===== config.mk =====
export PLATFORM = sky130hd
export DESIGN_NAME = wb_subsystem
export DESIGN_NICKNAME = d
export VERILOG_FILES = /design/src/source/wb_pkg.sv /design/src/source/alu_unit.sv /design/src/source/id_tracker.sv /design/src/source/mul_unit.sv /design/src/source/reg_file.sv /design/src/source/wb_subsystem.sv /design/src/source/write_back.sv
export SDC_FILE = /design/constraint.sdc
export NUM_CORES = 2
export LEC_CHECK = 0
export BUFFER_PORTS_ARGS = -buffer_cell sky130_fd_sc_hd__buf_2
export CELL_PAD_IN_SITES_DETAIL_PLACEMENT = 0
export CELL_PAD_IN_SITES_GLOBAL_PLACEMENT = 1
export CORE_MARGIN = 8
export CORE_UTILIZATION = 35
export DETAILED_ROUTE_END_ITERATION = 8
export PLACE_DENSITY = 0.57
export SLEW_MARGIN = 40
export SYNTH_ARGS = -nofsm -noshare
export SYNTH_HDL_FRONTEND = slang
export SYNTH_SLANG_ARGS = --single-unit

===== constraint.sdc =====
create_clock -name clk -period 17.4 [get_ports clk]
set_input_delay 5.22 -clock clk [delete_from_list [all_inputs] [get_ports clk]]
set_output_delay 5.22 -clock clk [all_outputs]
set_load 0.005 [all_outputs]

===== src/source/wb_pkg.sv =====
// Shared types for the write-back subsystem
// ID width of 3 bits limits MAX_INFLIGHT to at most 8
package wb_pkg;

    ///////////////////////////////
    // Widths and counts
    ///////////////////////////////
    localparam int XLEN = 32;
    localparam int NUM_WB_UNITS = 2;
    localparam int ID_W = 3;

    typedef logic [ID_W-1:0] id_t;
    typedef logic [4:0] reg_addr_t;

    // Unit selection follows directly from the opcode
    typedef enum logic [1:0] {
        op_add = 2'd0,
        op_sub = 2'd1,
        op_xor = 2'd2,
        op_mul = 2'd3
    } opcode_t;

    ///////////////////////////////
    // Packets
    ///////////////////////////////

    // Incoming instruction at the issue port
    typedef struct packed {
        opcode_t          op;
        reg_addr_t        rd_addr;
        logic [XLEN-1:0]  a;
        logic [XLEN-1:0]  b;
    } issue_packet_t;

    // Broadcast to all execution units
    typedef struct packed {
        logic             valid;
        id_t              id;
        opcode_t          op;
        logic [XLEN-1:0]  a;
        logic [XLEN-1:0]  b;
    } unit_issue_t;

    // Result report from one unit, done is a one-cycle pulse
    typedef struct packed {
        logic             done;
        id_t              id;
        logic [XLEN-1:0]  rd;
    } unit_wb_t;

    // Retired instruction, also the register file write request
    typedef struct packed {
        logic             valid;
        id_t              id;
        reg_addr_t        rd_addr;
        logic [XLEN-1:0]  rd_data;
    } retire_t;

endpackage


===== src/source/alu_unit.sv =====
// Single-cycle ALU for add, subtract and xor
// Result reported one cycle after the issue edge
`timescale 1ns/10ps

module alu_unit (
    input  logic                clk,
    input  logic                rst,
    input  wb_pkg::unit_issue_t unit_issue,
    output wb_pkg::unit_wb_t    wb
);
    import wb_pkg::*;

    logic            accept;
    logic [XLEN-1:0] result;

    // Everything except multiply belongs here
    assign accept = unit_issue.valid && (unit_issue.op != op_mul);

    always_comb begin
        case (unit_issue.op)
            op_add:  result = unit_issue.a + unit_issue.b;
            op_sub:  result = unit_issue.a - unit_issue.b;
            op_xor:  result = unit_issue.a ^ unit_issue.b;
            default: result = '0;
        endcase
    end

    ///////////////////////////////
    // Result register
    ///////////////////////////////
    always_ff @(posedge clk) begin
        if (rst) begin
            wb.done <= 1'b0;
        end else begin
            wb.done <= accept;
        end
        // Payload follows the done pulse
        wb.id <= unit_issue.id;
        wb.rd <= result;
    end

endmodule


===== src/source/id_tracker.sv =====
// Circular instruction ID allocator
// MAX_INFLIGHT must not exceed 2**ID_W, IDs wrap at MAX_INFLIGHT
`timescale 1ns/10ps

module id_tracker #(
    parameter int MAX_INFLIGHT = 8
) (
    input  logic        clk,
    input  logic        rst,
    input  logic        issued,
    input  logic        retired,
    output wb_pkg::id_t next_id,
    output wb_pkg::id_t oldest_id,
    output logic        id_available,
    output logic        empty
);
    import wb_pkg::*;

    localparam int CNT_W = $clog2(MAX_INFLIGHT + 1);

    // Head allocates, tail follows the oldest in flight
    id_t head;
    id_t tail;
    logic [CNT_W-1:0] inflight_count;

    ///////////////////////////////
    // Pointers
    ///////////////////////////////
    always_ff @(posedge clk) begin
        if (rst) begin
            head <= '0;
            tail <= '0;
        end else begin
            if (issued) begin
                // Wrap at MAX_INFLIGHT rather than at the ID width
                head <= (head == id_t'(MAX_INFLIGHT - 1)) ? '0 : head + 1'b1;
            end
            if (retired) begin
                tail <= (tail == id_t'(MAX_INFLIGHT - 1)) ? '0 : tail + 1'b1;
            end
        end
    end

    // In-flight count, issue and retire can coincide
    always_ff @(posedge clk) begin
        if (rst) begin
            inflight_count <= '0;
        end else begin
            case ({issued, retired})
                2'b10:   inflight_count <= inflight_count + 1'b1;
                2'b01:   inflight_count <= inflight_count - 1'b1;
                default: inflight_count <= inflight_count;
            endcase
        end
    end

    assign next_id      = head;
    assign oldest_id    = tail;
    assign id_available = (inflight_count != CNT_W'(MAX_INFLIGHT));
    assign empty        = (inflight_count == '0);

endmodule


===== src/source/mul_unit.sv =====
// Three-stage pipelined multiplier, low 32 bits of the product only
// Accepts one multiply per cycle, result three cycles after issue
`timescale 1ns/10ps

module mul_unit (
    input  logic                clk,
    input  logic                rst,
    input  wb_pkg::unit_issue_t unit_issue,
    output wb_pkg::unit_wb_t    wb
);
    import wb_pkg::*;

    logic            accept;

    // Stage 1 operands
    logic            s1_valid;
    id_t             s1_id;
    logic [XLEN-1:0] s1_a;
    logic [XLEN-1:0] s1_b;

    // Stage 2 product
    logic            s2_valid;
    id_t             s2_id;
    logic [XLEN-1:0] s2_prod;

    assign accept = unit_issue.valid && (unit_issue.op == op_mul);

    ///////////////////////////////
    // Valid chain
    ///////////////////////////////
    always_ff @(posedge clk) begin
        if (rst) begin
            s1_valid <= 1'b0;
            s2_valid <= 1'b0;
            wb.done  <= 1'b0;
        end else begin
            s1_valid <= accept;
            s2_valid <= s1_valid;
            wb.done  <= s2_valid;
        end
    end

    ///////////////////////////////
    // Data and ID pipeline
    ///////////////////////////////
    always_ff @(posedge clk) begin
        // Capture operands
        s1_id <= unit_issue.id;
        s1_a  <= unit_issue.a;
        s1_b  <= unit_issue.b;
        // Multiply, 32-bit context keeps only the low half
        s2_id   <= s1_id;
        s2_prod <= s1_a * s1_b;
        // Output stage
        wb.id <= s2_id;
        wb.rd <= s2_prod;
    end

endmodule


===== src/source/reg_file.sv =====
// 32 x 32-bit register file with register 0 held at zero
// Debug read port is combinational
`timescale 1ns/10ps

module reg_file (
    input  logic              clk,
    input  logic              rst,
    input  wb_pkg::retire_t   retire,
    input  wb_pkg::reg_addr_t read_addr,
    output logic [31:0]       read_data
);
    import wb_pkg::*;

    logic [XLEN-1:0] regs [32];

    ///////////////////////////////
    // Write port
    ///////////////////////////////
    // Register 0 is skipped on write and keeps its reset value
    always_ff @(posedge clk) begin
        if (rst) begin
            for (int r = 0; r < 32; r++) begin
                regs[r] <= '0;
            end
        end else if (retire.valid && (retire.rd_addr != '0)) begin
            regs[retire.rd_addr] <= retire.rd_data;
        end
    end

    // Combinational debug read
    assign read_data = regs[read_addr];

endmodule


===== src/source/wb_subsystem.sv =====
// Top level of the write-back subsystem
// Issue uses valid/ready, retire is a one-cycle strobe
`timescale 1ns/10ps

module wb_subsystem #(
    parameter int MAX_INFLIGHT = 8
) (
    input  logic                  clk,
    input  logic                  rst,
    input  logic                  issue_valid,
    input  wb_pkg::issue_packet_t issue,
    input  wb_pkg::reg_addr_t     read_addr,
    output logic                  issue_ready,
    output wb_pkg::retire_t       retire,
    output logic [31:0]           read_data
);
    import wb_pkg::*;

    unit_issue_t unit_issue;
    // Unit 0 is the ALU, unit 1 the multiplier
    unit_wb_t    unit_wb [NUM_WB_UNITS-1:0];

    write_back #(
        .MAX_INFLIGHT (MAX_INFLIGHT)
    ) write_back0 (
        .clk         (clk),
        .rst         (rst),
        .issue_valid (issue_valid),
        .issue       (issue),
        .unit_wb     (unit_wb),
        .issue_ready (issue_ready),
        .unit_issue  (unit_issue),
        .retire      (retire)
    );

    alu_unit alu_unit0 (
        .clk        (clk),
        .rst        (rst),
        .unit_issue (unit_issue),
        .wb         (unit_wb[0])
    );

    mul_unit mul_unit0 (
        .clk        (clk),
        .rst        (rst),
        .unit_issue (unit_issue),
        .wb         (unit_wb[1])
    );

    reg_file reg_file0 (
        .clk       (clk),
        .rst       (rst),
        .retire    (retire),
        .read_addr (read_addr),
        .read_data (read_data)
    );

endmodule


===== src/source/write_back.sv =====
// Result table by ID with in-order retirement
// Results may complete out of order, one retirement per cycle at most
// No back-pressure on the retire port
`timescale 1ns/10ps

module write_back #(
    parameter int MAX_INFLIGHT = 8
) (
    input  logic                  clk,
    input  logic                  rst,
    input  logic                  issue_valid,
    input  wb_pkg::issue_packet_t issue,
    input  wb_pkg::unit_wb_t      unit_wb [wb_pkg::NUM_WB_UNITS-1:0],
    output logic                  issue_ready,
    output wb_pkg::unit_issue_t   unit_issue,
    output wb_pkg::retire_t       retire
);
    import wb_pkg::*;

    logic issue_fire;
    id_t  issue_id;
    id_t  oldest_id;
    logic id_available;
    logic tracker_empty;
    logic retired;

    // Destination register per in-flight ID
    reg_addr_t packet_table [MAX_INFLIGHT-1:0];
    // Unit results per in-flight ID
    logic [XLEN-1:0] result_table [MAX_INFLIGHT-1:0];

    logic [MAX_INFLIGHT-1:0] id_done_new;
    logic [MAX_INFLIGHT-1:0] id_retire;
    logic [MAX_INFLIGHT-1:0] id_done_r;

    ///////////////////////////////
    // Issue side
    ///////////////////////////////
    assign issue_ready = id_available;
    assign issue_fire  = issue_valid && id_available;

    // Same broadcast to every unit, each one picks its opcodes
    assign unit_issue.valid = issue_fire;
    assign unit_issue.id    = issue_id;
    assign unit_issue.op    = issue.op;
    assign unit_issue.a     = issue.a;
    assign unit_issue.b     = issue.b;

    id_tracker #(
        .MAX_INFLIGHT (MAX_INFLIGHT)
    ) id_tracker0 (
        .clk          (clk),
        .rst          (rst),
        .issued       (issue_fire),
        .retired      (retired),
        .next_id      (issue_id),
        .oldest_id    (oldest_id),
        .id_available (id_available),
        .empty        (tracker_empty)
    );

    always_ff @(posedge clk) begin
        if (issue_fire) begin
            packet_table[issue_id] <= issue.rd_addr;
        end
    end

    ///////////////////////////////
    // Result capture
    ///////////////////////////////

    // One-hot of IDs reported this cycle by any unit
    always_comb begin
        id_done_new = '0;
        for (int u = 0; u < NUM_WB_UNITS; u++) begin
            if (unit_wb[u].done) begin
                id_done_new[unit_wb[u].id] = 1'b1;
            end
        end
    end

    // IDs are unique in flight, so units never collide on a slot
    always_ff @(posedge clk) begin
        for (int u = 0; u < NUM_WB_UNITS; u++) begin
            if (unit_wb[u].done) begin
                result_table[unit_wb[u].id] <= unit_wb[u].rd;
            end
        end
    end

    ///////////////////////////////
    // Done flags and retirement
    ///////////////////////////////
    assign retired = id_done_r[oldest_id] && !tracker_empty;

    always_comb begin
        id_retire = '0;
        id_retire[oldest_id] = retired;
    end

    // Flag clears on the edge that advances the tail
    always_ff @(posedge clk) begin
        if (rst) begin
            id_done_r <= '0;
        end else begin
            id_done_r <= (id_done_r & ~id_retire) | id_done_new;
        end
    end

    // Registered retire port
    always_ff @(posedge clk) begin
        if (rst) begin
            retire.valid <= 1'b0;
        end else begin
            retire.valid <= retired;
        end
        retire.id      <= oldest_id;
        retire.rd_addr <= packet_table[oldest_id];
        retire.rd_data <= result_table[oldest_id];
    end

endmodule


==> results.md <==
* WP data required at roughly 12 ns
* Setup crit start kind: primary input
* H-tree Lvls at 4
* CTS tree: done
* CTS buffer count at 177
* Clock buffer depth at 3
* Die area at approximately 250000 um2
* WHS Endpoint: mul_unit0.wb[13]
* IO Count at between 150 and 200
* Starting Density at 0.3510
* Max Cap Viol at 0
* Power Density at 188.6 nW/um2
* Number of routed nets with antenna violations at 0
* Fraction of final layout cells with drive strength greater than 1 at 0.2055
* Post-layout minimum cycle time at approximately 13 ns
* First-pass GRT wire length at between 300 and 400 mm
* Worst-path fanout max at 50
* RSZ-0062 raised after global routing: false
* 1st-pass router iterations at 5
* Crit-path slowest cell: mux4_2
* Max VDD drop at 0.6004 mV
* Worst r2r path cells at 22
* Slowest stage delay, CP at between 0.5 and 0.6 ns
* Fin Hold WS at between 0.3 and 0.4 ns
* Data arrival, critical path at between 8 and 9 ns
* GRT overflow at 0
* Post-route clock period utilization at 0.7684
* Clock skew at around 0.062 ns
* Final setup viols at 0
* CTS sink count at roughly 1.6k
* Hold path startpoint: mul_unit0.s2_prod[13]
* Status: complete, no violations
* Final #Nets at 6747
* Buffers plus inverters on the worst setup path at 4
* EDFF count, synth at 1320
* Root Buffer: clkbuf_16
* Avg Inst Size Synth at approximately 14 um2
* Vias in the first global route at between 50k and 60k
* Most frequent CP cell: mux4_2
* FMAX at around 75 MHz
* Core ar. at 237200 um2
* Fillers at roughly 22k
* Clk slew on worst S/H paths at 0.06 ns
* Die W at between 500 and 600 um
* Critical path's top delay family: multiplexers
* Yosys warning count at 0
* Drt total wl at about 270 mm
* Final worst slack at ~4.0 ns
* Most frequent cells in the layout: 1320 x edfxtp_1, 1310 x and2_1, 410 x fa_1
* DR WL/cell at slightly below 30 um
* P&R area growth vs syn at 12.92%
* Final TNS setup at 0 ns
* Max-slew violations at 0
* Leakage at around 36 nW
* Pin count of the biggest net entering global routing at slightly above 90
* Antenna violations before repair at 40
* CP Cell Sequence: buf_8 > buf_12 > buf_16 > mux4_2 > mux4_2 > mux2_2 > buf_2
* Post_cts resized at 0
* Worst R2R Setup Slack at around 9.4 ns
* Die height at a little over 500 um
* Final Total Pwr at about 18 mW
* Hold Crit Class: reg2reg
* Hold Path Stages at 0
* Netlist Area Pre-Place at approximately 83000 um2
* Mapped Cells at around 6.0k
* Port Buf Inserts at ~150
* Final instance area at ~94000 um2
* Final core occ at 0.3963
* Commonest non-fill, non-tap cell in the layout: edfxtp_1
* Total number of vias at just under 50k
* Slew margin rel. at 0.3998
* Detailed placement HPWL at 162.3 mm
* Reg-to-Reg End: mul_unit0.s2_prod[31]
* Yosys reg bits at between 1.5k and 2k
* Post-CTS Setup Bufs at 0
* Avg Vias per Cell at approximately 5.2
* GRT Total Usage at 0.2088
* Dominant register cell in the synthesized netlist: edfxtp_1
* Synth async-reset ratio at 0
* Finished Layout Cells at around 9.4k
* DR iter-0 viols at between 4k and 5k
* Critical path class: in2out
* Slew @ Worst Pin at 0.9002 ns
* Unique masters post-synth at approximately 70
* Hold buffers post-CTS at 0
* Place WS at between 4 and 5 ns
* Fin. Hold Viols at 0
* FF-to-FF Start: mul_unit0.s1_b[2]
* Routability cong. at ~0.79
* DRC at 0
* Clk Latency, worst-skew pair at roughly 0.8 ns
* CP Capture Type: primary output
* Placed cell area at 88250 um2
* Placement Rows at ~180
* Post-synthesis sequential area ratio at 0.5319
* Placed cell count at between 9k and 10k
## routing by layer
metal | vias to the layer above | track usage | part of all wire
li1 | 21220 | - | -
met1 | 25924 | 0.2843 | 0.43
met2 | 1547 | 0.3548 | 0.49
met3 | 370 | 0.02754 | 0.056
met4 | 2 | 0.05173 | 0.025
met5 | - | 0 | 0.000048
## synthesized netlist by cell type (7+ instances only)
cell type / n / share of area
edfxtp_1: 1320 / 0.48
and2_1: 1312 / 0.099
fa_1: 410 / 0.099
inv_1: 402 / 0.018
clkbuf_1: 397 / 0.018
mux4_2: 320 / 0.087
mux2_2: 288 / 0.039
nand2_1: 270 / 0.012
dfxtp_1: 232 / 0.056
ha_1: 162 / 0.024
a22oi_1: 153 / 0.014
xnor2_1: 124 / 0.013
nor2_1: 91 / 0.0041
a21oi_1: 71 / 0.0043
xor2_1: 50 / 0.0053
nand4_1: 43 / 0.0032
o21ai_0: 38 / 0.0023
or2_2: 32 / 0.0024
nor3_1: 30 / 0.0018
buf_1: 26 / 0.0012
o22ai_1: 25 / 0.0019
a21o_1: 21 / 0.0019
nand3_1: 21 / 0.0013
nand2b_1: 18 / 0.0014
nor2b_1: 14 / 0.0011
buf_2: 12 / 0.00072
nand3b_1: 10 / 0.00090
o21bai_1: 10 / 0.00090
o21a_1: 9 / 0.00081
nor3b_1: 8 / 0.00072
o31ai_1: 8 / 0.00072
and3_1: 7 / 0.00053
or3_1: 7 / 0.00053
## state kept, by name (all words and copies together), names as in the netlist
name and flops:
write_back0.id_tracker0.next_id 3, write_back0.id_tracker0.inflight_count 4, write_back0.retire 41, mul_unit0.s1_id 3, mul_unit0.s2_prod 32, mul_unit0.s1_b 32
mul_unit0.wb 36, alu_unit0.wb 33, reg_file0.regs 1024, write_back0.packet_table 40, mul_unit0.s1_valid 1, write_back0.id_done_r 8
write_back0.id_tracker0.oldest_id 3, write_back0.result_table 256, mul_unit0.s2_id 3, mul_unit0.s1_a 32, mul_unit0.s2_valid 1
## worst max-delay path by stage
stage	depth (start not counted)	start	to	slack [ns]
after floorplan	6	read_addr[0]	read_data[0]	4.75
after global placement	6	read_addr[0]	read_data[7]	4.11
after detailed placement	6	read_addr[0]	read_data[19]	4.07
after CTS	6	read_addr[0]	read_data[19]	4.06
after global routing	7	read_addr[0]	read_data[31]	3.82
final	7	read_addr[0]	read_data[7]	4.03
## power by group
part	internal, mW	switching (mW)
registers	4.40	0.207
clock network	2.02	1.60
logic	3.76	5.74
total	10.2	7.54
## layout make-up
| cell class | instances | area [um2] | area share |
|---|---|---|---|
| diodes | 18 | 45.04 | 0.0004792 |
| clock inverters | 86 | 754.5 | 0.008026 |
| repair buffers | 306 | 2345 | 0.02494 |
| clock buffers | 245 | 4848 | 0.05158 |
| multi-input cells | 3657 | 36230 | 0.3854 |
| well taps | 3167 | 3963 | 0.04215 |
| inverters | 402 | 1509 | 0.01605 |
| flip-flops and latches | 1552 | 44310 | 0.4713 |
## kinds of logic after synthesis
group / synth area share
buf+inv: 0.03849
compound gates: 0.03167
other cells: 0.00004505
flops: 0.5319
mux: 0.1258
simple gates: 0.1309
xor+xnor: 0.01831
fa+ha+maj: 0.1229
Note: power is estimated with default switching activity, not from simulation.
